## src/axi_bridge_pkg.sv

```systemverilog
package axi_bridge_pkg;

  // Default widths, module parameters start from these
  parameter int ADDR_W = 8;
  parameter int DATA_W = 32;
  parameter int ID_W   = 4;

  typedef enum logic [1:0] {
    BURST_FIXED = 2'd0,
    BURST_INCR  = 2'd1,
    BURST_WRAP  = 2'd2
  } axi_burst_e;

  // Ordered so that a higher code is the worse response
  typedef enum logic [1:0] {
    RESP_OKAY   = 2'd0,
    RESP_EXOKAY = 2'd1,
    RESP_SLVERR = 2'd2,
    RESP_DECERR = 2'd3
  } axi_resp_e;

  // AXI write address channel payload
  typedef struct packed {
    logic [ADDR_W-1:0] addr;
    logic [ID_W-1:0]   id;
    logic [7:0]        len;
    logic [2:0]        size;
    axi_burst_e        burst;
  } axi_aw_t;

  // AXI write data channel payload
  typedef struct packed {
    logic [DATA_W-1:0]   data;
    logic [DATA_W/8-1:0] strb;
    logic                last;
  } axi_w_t;

  // AXI write response payload
  typedef struct packed {
    logic [ID_W-1:0] id;
    axi_resp_e       resp;
  } axi_b_t;

  // One beat of a split burst
  typedef struct packed {
    logic [ADDR_W-1:0] addr;
    logic [ID_W-1:0]   id;
    logic              last;
  } beat_aw_t;

endpackage

```

## src/axi_axil_adapter_wr.sv

```systemverilog
module axi_axil_adapter_wr
  import axi_bridge_pkg::*;
#(
  parameter int ADDR_W        = axi_bridge_pkg::ADDR_W,
  parameter int DATA_W        = axi_bridge_pkg::DATA_W,
  parameter int ID_W          = axi_bridge_pkg::ID_W,
  parameter int OUTSTANDING_W = 1
) (
  input  logic                clk,
  input  logic                i_rst,
  // AXI subordinate
  input  axi_aw_t             i_aw,
  input  logic                i_awvalid,
  output logic                o_awready,
  input  axi_w_t              i_w,
  input  logic                i_wvalid,
  output logic                o_wready,
  output axi_b_t              o_b,
  output logic                o_bvalid,
  input  logic                i_bready,
  // AXI-Lite manager
  output logic [ADDR_W-1:0]   o_axil_awaddr,
  output logic                o_axil_awvalid,
  input  logic                i_axil_awready,
  output logic [DATA_W-1:0]   o_axil_wdata,
  output logic [DATA_W/8-1:0] o_axil_wstrb,
  output logic                o_axil_wvalid,
  input  logic                i_axil_wready,
  input  axi_resp_e           i_axil_bresp,
  input  logic                i_axil_bvalid,
  output logic                o_axil_bready
);

  // Split beat stream between the two stages
  beat_aw_t split_beat;
  logic     split_valid;
  logic     split_ready;

  axi_burst_iter #(
    .ADDR_W(ADDR_W)
  ) i_iter (
    .clk         (clk),
    .i_rst       (i_rst),
    .i_aw        (i_aw),
    .i_awvalid   (i_awvalid),
    .o_awready   (o_awready),
    .o_beat      (split_beat),
    .o_beat_valid(split_valid),
    .i_beat_ready(split_ready)
  );

  axi_axil_reflect_wr #(
    .ADDR_W       (ADDR_W),
    .DATA_W       (DATA_W),
    .ID_W         (ID_W),
    .OUTSTANDING_W(OUTSTANDING_W)
  ) i_reflect (
    .clk           (clk),
    .i_rst         (i_rst),
    .i_beat        (split_beat),
    .i_beat_valid  (split_valid),
    .o_beat_ready  (split_ready),
    .i_w           (i_w),
    .i_wvalid      (i_wvalid),
    .o_wready      (o_wready),
    .o_b           (o_b),
    .o_bvalid      (o_bvalid),
    .i_bready      (i_bready),
    .o_axil_awaddr (o_axil_awaddr),
    .o_axil_awvalid(o_axil_awvalid),
    .i_axil_awready(i_axil_awready),
    .o_axil_wdata  (o_axil_wdata),
    .o_axil_wstrb  (o_axil_wstrb),
    .o_axil_wvalid (o_axil_wvalid),
    .i_axil_wready (i_axil_wready),
    .i_axil_bresp  (i_axil_bresp),
    .i_axil_bvalid (i_axil_bvalid),
    .o_axil_bready (o_axil_bready)
  );

endmodule

```

## src/axi_axil_reflect_wr.sv

```systemverilog
module axi_axil_reflect_wr
  import axi_bridge_pkg::*;
#(
  parameter int ADDR_W        = axi_bridge_pkg::ADDR_W,
  parameter int DATA_W        = axi_bridge_pkg::DATA_W,
  parameter int ID_W          = axi_bridge_pkg::ID_W,
  parameter int OUTSTANDING_W = 1
) (
  input  logic                clk,
  input  logic                i_rst,
  input  beat_aw_t            i_beat,
  input  logic                i_beat_valid,
  output logic                o_beat_ready,
  input  axi_w_t              i_w,
  input  logic                i_wvalid,
  output logic                o_wready,
  output axi_b_t              o_b,
  output logic                o_bvalid,
  input  logic                i_bready,
  output logic [ADDR_W-1:0]   o_axil_awaddr,
  output logic                o_axil_awvalid,
  input  logic                i_axil_awready,
  output logic [DATA_W-1:0]   o_axil_wdata,
  output logic [DATA_W/8-1:0] o_axil_wstrb,
  output logic                o_axil_wvalid,
  input  logic                i_axil_wready,
  input  axi_resp_e           i_axil_bresp,
  input  logic                i_axil_bvalid,
  output logic                o_axil_bready
);

  localparam int DEPTH = 1 << OUTSTANDING_W;

  logic [ID_W-1:0]        q_id [DEPTH];
  logic                   q_last [DEPTH];
  logic [OUTSTANDING_W:0] wr_ptr_q;
  logic [OUTSTANDING_W:0] rd_ptr_q;
  logic                   q_full;
  logic                   req_free;
  logic                   accept;
  logic                   pop;
  axi_resp_e              resp_acc_q;
  axi_resp_e              folded;
  axi_b_t                 b_q;
  logic                   bvalid_q;

  // Full when the pointers differ only in the wrap bit
  assign q_full = (wr_ptr_q[OUTSTANDING_W] != rd_ptr_q[OUTSTANDING_W]) &&
                  (wr_ptr_q[OUTSTANDING_W-1:0] == rd_ptr_q[OUTSTANDING_W-1:0]);

  // Request registers free now or emptying this cycle
  assign req_free = (!o_axil_awvalid || i_axil_awready) &&
                    (!o_axil_wvalid || i_axil_wready);

  // Address beat and data beat are taken together
  assign accept       = i_beat_valid && i_wvalid && !q_full && req_free;
  assign o_beat_ready = i_wvalid && !q_full && req_free;
  assign o_wready     = i_beat_valid && !q_full && req_free;

  // Hold off responses while AXI B is stalled
  assign o_axil_bready = !bvalid_q;
  assign pop           = i_axil_bvalid && o_axil_bready;
  assign folded        = (i_axil_bresp > resp_acc_q) ? i_axil_bresp : resp_acc_q;

  assign o_b      = b_q;
  assign o_bvalid = bvalid_q;

  // AXI-Lite request, AW and W retire independently
  always_ff @(posedge clk) begin
    if (i_rst) begin
      o_axil_awvalid <= 1'b0;
      o_axil_wvalid  <= 1'b0;
    end else if (accept) begin
      o_axil_awvalid <= 1'b1;
      o_axil_wvalid  <= 1'b1;
    end else begin
      if (i_axil_awready) begin
        o_axil_awvalid <= 1'b0;
      end
      if (i_axil_wready) begin
        o_axil_wvalid <= 1'b0;
      end
    end
  end

  always_ff @(posedge clk) begin
    if (accept) begin
      o_axil_awaddr <= i_beat.addr;
      o_axil_wdata  <= i_w.data;
      o_axil_wstrb  <= i_w.strb;
      q_id[wr_ptr_q[OUTSTANDING_W-1:0]]   <= i_beat.id;
      q_last[wr_ptr_q[OUTSTANDING_W-1:0]] <= i_beat.last;
    end
  end

  // Queue pointers, response fold and AXI B
  always_ff @(posedge clk) begin
    if (i_rst) begin
      wr_ptr_q   <= '0;
      rd_ptr_q   <= '0;
      resp_acc_q <= RESP_OKAY;
      bvalid_q   <= 1'b0;
    end else begin
      if (accept) begin
        wr_ptr_q <= wr_ptr_q + 1'b1;
      end
      if (bvalid_q && i_bready) begin
        bvalid_q <= 1'b0;
      end
      if (pop) begin
        rd_ptr_q <= rd_ptr_q + 1'b1;
        if (q_last[rd_ptr_q[OUTSTANDING_W-1:0]]) begin
          bvalid_q   <= 1'b1;
          resp_acc_q <= RESP_OKAY;
        end else begin
          resp_acc_q <= folded;
        end
      end
    end
  end

  always_ff @(posedge clk) begin
    if (pop && q_last[rd_ptr_q[OUTSTANDING_W-1:0]]) begin
      b_q.id   <= q_id[rd_ptr_q[OUTSTANDING_W-1:0]];
      b_q.resp <= folded;
    end
  end

endmodule

```

## src/axi_bridge_top.sv

```systemverilog
module axi_bridge_top
  import axi_bridge_pkg::*;
#(
  parameter int ADDR_W        = axi_bridge_pkg::ADDR_W,
  parameter int DATA_W        = axi_bridge_pkg::DATA_W,
  parameter int ID_W          = axi_bridge_pkg::ID_W,
  parameter int OUTSTANDING_W = 1,
  parameter int MEM_WORDS     = 16
) (
  input  logic              clk,
  input  logic              i_rst,
  input  axi_aw_t           i_aw,
  input  logic              i_awvalid,
  output logic              o_awready,
  input  axi_w_t            i_w,
  input  logic              i_wvalid,
  output logic              o_wready,
  output axi_b_t            o_b,
  output logic              o_bvalid,
  input  logic              i_bready,
  input  logic [ADDR_W-1:0] i_rd_addr,
  output logic [DATA_W-1:0] o_rd_data
);

  // AXI-Lite link between bridge and memory
  logic [ADDR_W-1:0]   axil_awaddr;
  logic                axil_awvalid;
  logic                axil_awready;
  logic [DATA_W-1:0]   axil_wdata;
  logic [DATA_W/8-1:0] axil_wstrb;
  logic                axil_wvalid;
  logic                axil_wready;
  axi_resp_e           axil_bresp;
  logic                axil_bvalid;
  logic                axil_bready;

  axi_axil_adapter_wr #(
    .ADDR_W       (ADDR_W),
    .DATA_W       (DATA_W),
    .ID_W         (ID_W),
    .OUTSTANDING_W(OUTSTANDING_W)
  ) i_adapter (
    .clk           (clk),
    .i_rst         (i_rst),
    .i_aw          (i_aw),
    .i_awvalid     (i_awvalid),
    .o_awready     (o_awready),
    .i_w           (i_w),
    .i_wvalid      (i_wvalid),
    .o_wready      (o_wready),
    .o_b           (o_b),
    .o_bvalid      (o_bvalid),
    .i_bready      (i_bready),
    .o_axil_awaddr (axil_awaddr),
    .o_axil_awvalid(axil_awvalid),
    .i_axil_awready(axil_awready),
    .o_axil_wdata  (axil_wdata),
    .o_axil_wstrb  (axil_wstrb),
    .o_axil_wvalid (axil_wvalid),
    .i_axil_wready (axil_wready),
    .i_axil_bresp  (axil_bresp),
    .i_axil_bvalid (axil_bvalid),
    .o_axil_bready (axil_bready)
  );

  axil_reg_mem #(
    .ADDR_W   (ADDR_W),
    .DATA_W   (DATA_W),
    .MEM_WORDS(MEM_WORDS)
  ) i_mem (
    .clk      (clk),
    .i_rst    (i_rst),
    .i_awaddr (axil_awaddr),
    .i_awvalid(axil_awvalid),
    .o_awready(axil_awready),
    .i_wdata  (axil_wdata),
    .i_wstrb  (axil_wstrb),
    .i_wvalid (axil_wvalid),
    .o_wready (axil_wready),
    .o_bresp  (axil_bresp),
    .o_bvalid (axil_bvalid),
    .i_bready (axil_bready),
    .i_rd_addr(i_rd_addr),
    .o_rd_data(o_rd_data)
  );

endmodule

```

## src/axi_burst_iter.sv

```systemverilog
module axi_burst_iter
  import axi_bridge_pkg::*;
#(
  parameter int ADDR_W = axi_bridge_pkg::ADDR_W
) (
  input  logic     clk,
  input  logic     i_rst,
  input  axi_aw_t  i_aw,
  input  logic     i_awvalid,
  output logic     o_awready,
  output beat_aw_t o_beat,
  output logic     o_beat_valid,
  input  logic     i_beat_ready
);

  typedef enum logic {
    ITER_IDLE,
    ITER_BURST
  } iter_state_e;

  iter_state_e       state_q;
  logic [ADDR_W-1:0] addr_q;
  logic [ADDR_W-1:0] step_q;
  logic [ID_W-1:0]   id_q;
  logic [7:0]        count_q;
  logic              beat_last;
  logic              aw_fire;
  logic              beat_fire;

  // Only one burst in progress at a time
  assign o_awready = (state_q == ITER_IDLE);
  assign aw_fire   = i_awvalid && o_awready;

  // Count runs down to zero on the final beat
  assign beat_last = (count_q == 8'd0);
  assign beat_fire = o_beat_valid && i_beat_ready;

  assign o_beat_valid = (state_q == ITER_BURST);
  assign o_beat.addr  = addr_q;
  assign o_beat.id    = id_q;
  assign o_beat.last  = beat_last;

  always_ff @(posedge clk) begin
    if (i_rst) begin
      state_q <= ITER_IDLE;
    end else begin
      case (state_q)
        ITER_IDLE: begin
          if (aw_fire) begin
            state_q <= ITER_BURST;
          end
        end
        ITER_BURST: begin
          if (beat_fire && beat_last) begin
            state_q <= ITER_IDLE;
          end
        end
        default: state_q <= ITER_IDLE;
      endcase
    end
  end

  // Burst payload registers
  always_ff @(posedge clk) begin
    if (aw_fire) begin
      addr_q  <= i_aw.addr;
      id_q    <= i_aw.id;
      count_q <= i_aw.len;
      // WRAP is not supported and steps like INCR
      if (i_aw.burst == BURST_FIXED) begin
        step_q <= '0;
      end else begin
        step_q <= ADDR_W'(1) << i_aw.size;
      end
    end else if (beat_fire && !beat_last) begin
      addr_q  <= addr_q + step_q;
      count_q <= count_q - 8'd1;
    end
  end

endmodule

```

## src/axil_reg_mem.sv

```systemverilog
module axil_reg_mem
  import axi_bridge_pkg::*;
#(
  parameter int ADDR_W    = axi_bridge_pkg::ADDR_W,
  parameter int DATA_W    = axi_bridge_pkg::DATA_W,
  parameter int MEM_WORDS = 16
) (
  input  logic                clk,
  input  logic                i_rst,
  input  logic [ADDR_W-1:0]   i_awaddr,
  input  logic                i_awvalid,
  output logic                o_awready,
  input  logic [DATA_W-1:0]   i_wdata,
  input  logic [DATA_W/8-1:0] i_wstrb,
  input  logic                i_wvalid,
  output logic                o_wready,
  output axi_resp_e           o_bresp,
  output logic                o_bvalid,
  input  logic                i_bready,
  input  logic [ADDR_W-1:0]   i_rd_addr,
  output logic [DATA_W-1:0]   o_rd_data
);

  localparam int IDX_W = $clog2(MEM_WORDS);

  logic [DATA_W-1:0] mem [MEM_WORDS];
  logic              wr_fire;
  logic              wr_in_range;
  logic              rd_in_range;
  logic [IDX_W-1:0]  wr_idx;
  logic [IDX_W-1:0]  rd_idx;

  // AW and W only move together, one write per response
  assign o_awready = i_wvalid && !o_bvalid;
  assign o_wready  = i_awvalid && !o_bvalid;
  assign wr_fire   = i_awvalid && i_wvalid && !o_bvalid;

  // Word index is the byte address divided by 4
  assign wr_idx      = i_awaddr[IDX_W+1:2];
  assign rd_idx      = i_rd_addr[IDX_W+1:2];
  assign wr_in_range = int'(i_awaddr) < MEM_WORDS * 4;
  assign rd_in_range = int'(i_rd_addr) < MEM_WORDS * 4;

  assign o_rd_data = rd_in_range ? mem[rd_idx] : '0;

  always_ff @(posedge clk) begin
    if (i_rst) begin
      o_bvalid <= 1'b0;
      o_bresp  <= RESP_OKAY;
      for (int i = 0; i < MEM_WORDS; i++) begin
        mem[i] <= '0;
      end
    end else begin
      if (o_bvalid && i_bready) begin
        o_bvalid <= 1'b0;
      end
      if (wr_fire) begin
        o_bvalid <= 1'b1;
        o_bresp  <= wr_in_range ? RESP_OKAY : RESP_SLVERR;
        // Out of range writes are dropped
        if (wr_in_range) begin
          for (int b = 0; b < DATA_W / 8; b++) begin
            if (i_wstrb[b]) begin
              mem[wr_idx][8*b +: 8] <= i_wdata[8*b +: 8];
            end
          end
        end
      end
    end
  end

endmodule
```

## config.mk

```make
export PLATFORM = sky130hd
export DESIGN_NAME = axi_bridge_top
export DESIGN_NICKNAME = d
export VERILOG_FILES = /design/src/axi_bridge_pkg.sv /design/src/axi_axil_adapter_wr.sv /design/src/axi_axil_reflect_wr.sv /design/src/axi_bridge_top.sv /design/src/axi_burst_iter.sv /design/src/axil_reg_mem.sv
export SDC_FILE = /design/constraint.sdc
export NUM_CORES = 1
export LEC_CHECK = 0
export ABC_AREA = 0
export CAP_MARGIN = 25
export CORE_ASPECT_RATIO = 0.6
export CORE_MARGIN = 2
export CORE_UTILIZATION = 30
export CTS_BUF_LIST = sky130_fd_sc_hd__clkbuf_2 sky130_fd_sc_hd__clkbuf_4 sky130_fd_sc_hd__clkbuf_8
export DETAILED_ROUTE_END_ITERATION = 10
export DONT_BUFFER_PORTS = 1
export MAX_ROUTING_LAYER = met4
export PLACE_DENSITY_LB_ADDON = 0.08
export SLEW_MARGIN = 20
export SYNTH_ARGS = -nofsm -noshare
export SYNTH_HDL_FRONTEND = slang
export SYNTH_HIERARCHICAL = 1
export SYNTH_SLANG_ARGS = --single-unit
```

## constraint.sdc

```tcl
create_clock -name clk -period 3.2 [get_ports clk]
set_input_delay 0.32 -clock clk [delete_from_list [all_inputs] [get_ports clk]]
set_output_delay 0.32 -clock clk [all_outputs]
set_load 0.05 [all_outputs]
```

==> key figures <==
Detailed routing
  • Routed wire length per instance: between 20 and 25 um
  • Via density: between 4 and 5
  • 1st-iter DRT viols: 1220
  • Number of antenna-violating nets in the routed design: 0
  • Total detailed-routing wirelength: between 80000 and 90000 um
  • Via Count: ~17000
  • Drt first pass iters: 6
  • DRC violations left: 0

Worst setup path
  • CP startpoint: i_mem/mem[7][23]
  • Max Fanout on Critical Path: 1
  • Critical Path AT: between 2 and 2.5 ns
  • Required @ worst endpoint: between 2 and 3 ns
  • Crit start category: flop
  • Crit end category: output port
  • Worst flop-to-flop path startpoint: i_adapter/i_reflect/o_axil_awaddr[3]
  • Kind of critical path: flop to output port

Floorplan
  • # IOs: around 120
  • Die Footprint: roughly 0.097 mm2
  • Die height: about 240 um
  • Starting Density: 30.14%
  • Core area: 0.09361 mm2
  • Cell Rows: 87
  • Die width: about 400 um

Min path
  • HP Start: i_rst
  • Hold Path Class: primary input to flop

Logic synthesis
  • Average size of a mapped cell: 13.73 um2
  • Warnings, synthesis: 6
  • Mapped Cells: a little over 2000
  • Post-Syn Area: roughly 0.028 mm2
  • Syn_nets: 2142

STA
  • TNS Setup: 0 ns
  • Final hold slack: 0.1134 ns
  • Final Hold Fails: 0
  • Endpoints failing setup: 0
  • Final Skew: 0.01838 ns
  • Slew HR: about two fifths
  • Minimum clock period: 2.775 ns
  • Final Slew Violations: 0
  • Crit share post-route: between 80% and 90%
  • RSZ-0062 raised after global routing: no
  • Max Fclk: around 0.36 GHz
  • Least-Margin Pin Slew: 0.8889 ns

Final layout
  • Syn-to-layout area delta: 15.77%
  • Share of cells above drive strength 1: between 15 and 20%
  • Final nets: 2296

Global routing
  • GRT Util Overall: roughly 17%
  • Congestion Overflow GR: 0
  • Largest net degree at the start of global routing: between 200 and 300
  • Initial antenna violation count: 6
  • First-pass GRT wire length: about 120000 um
  • Vias in the first global route: between 15000 and 20000

Clock tree
  • H-tree Lvls: 3
  • Max Root-Sink Buffers: 3
  • Clock sink count: slightly above 600
  • CTS tree: yes
  • Root Driver: clkbuf_8
  • Clock network latency to the later pin of the worst-skew pair: 0.75 ns
  • Clock buffer count from CTS: 101
  • PostCTS Resize Cnt: 0
  • Clock transition at path regs: around 0.060 ns
  • Setup Buffers After CTS: 0

Power
  • PwrDens: ~530 mW/mm2
  • Max VDD drop: ~0.00027 V
  • Leak: roughly 12 nW

Place
  • GP Congestion: 0.7543
  • Dpl hpwl: between 50000 and 60000 um
  • IO buf count: 0

Flow run
  • Max cap viols: 0

Outcome
  • Status: finished clean
## routing by layer
| layer | GRT usage (%) | vias up | share of wire [%] |
|---|---|---|---|
| li1 | - | 7784 | - |
| met4 | 3.822 | 0 | 1.8 |
| met1 | 26.11 | 8372 | 51 |
| met2 | 23.64 | 393 | 42 |
| met3 | 3.733 | 129 | 4.9 |
| met5 | - | - | 0 |
## repair_timing
| item | 4_1_cts | 5_1_grt |
|---|---|---|
| hold buffers | 70 | 0 |
| endpoints found under the hold margin | 549 | 0 |
| endpoints found under the setup margin | 0 | 0 |
## state kept, by name, indices dropped and copies added, names as in the netlist, named ones only
name	flops
i_adapter/i_iter/o_beat_valid	1
i_adapter/i_reflect/resp_acc_q	2
i_adapter/i_reflect/o_axil_awvalid	1
i_adapter/i_reflect/o_bvalid	1
i_adapter/i_reflect/o_b	6
i_adapter/i_reflect/wr_ptr_q	2
i_adapter/i_reflect/q_id	8
i_adapter/i_reflect/o_axil_wstrb	4
i_adapter/i_reflect/rd_ptr_q	2
i_adapter/i_iter/addr_q	8
i_adapter/i_iter/id_q	4
i_mem/mem	512
i_adapter/i_iter/step_q	8
i_adapter/i_reflect/q_last	2
i_adapter/i_reflect/o_axil_wvalid	1
i_mem/o_bvalid	1
i_adapter/i_reflect/o_axil_wdata	32
i_adapter/i_reflect/o_axil_awaddr	6
i_mem/o_bresp	1
i_adapter/i_iter/count_q	8
## through the flow
stage	setup slack, ns	area [um2]	total power (W)	std cells	utilization [%]
floorplan	0.1239	28210	0.01021	2055	-
global placement	0.7442	29980	0.01060	3282	32.03
detailed placement	0.6743	29980	0.01062	3282	32.03
CTS	0.2710	32650	0.01761	3536	34.87
global route	0.3105	32660	0.01808	3540	34.89
finish	0.4251	32660	0.01733	3542	34.89
## path summary, 6_finish.rpt
check / slack (ns) / to / depth (start not counted)
worst min register to register: 0.48 / i_adapter/i_reflect/o_axil_awaddr[6] / 0
worst max-delay path: 0.43 / o_rd_data[23] / 4
worst max register to register: 0.72 / i_mem/mem[10][2] / 5
worst min-delay path: 0.11 / i_mem/mem[14][29] / 1
## critical path, stage by stage (launching register included)
cell,delay (ns)
edfxtp_1,0.41
mux4_2,0.53
o21ai_0,0.37
o21ai_1,0.17
buf_4,0.22
## cell type report
class | count | area (um2)
fillers | 9181 | 60950
flip-flops and latches | 611 | 18220
multi-input cells | 1312 | 9374
clock buffers | 144 | 1744
well taps | 1246 | 1559
repair buffers | 165 | 1481
clock inverters | 40 | 203.9
inverters | 18 | 67.56
diodes | 6 | 15.01
## report_power, final
| group | internal [W] | switching [W] |
|---|---|---|
| Combinational | 0.000463 | 0.000786 |
| Sequential | 0.00908 | 0.000199 |
| Clock | 0.00357 | 0.00324 |
## placed cells by master, fill, tap and decap left out, types with 38 or more instances in the layout
cell,count
nor2_1,56
buf_4,91
clkbuf_8,106
and2_1,515
edfxtp_1,598
clkbuf_4,38
mux2i_1,248
nand2_1,93
dlygate4sd3_1,69
a22oi_1,118
or2_2,60
Power figures use the tool's default switching activity.
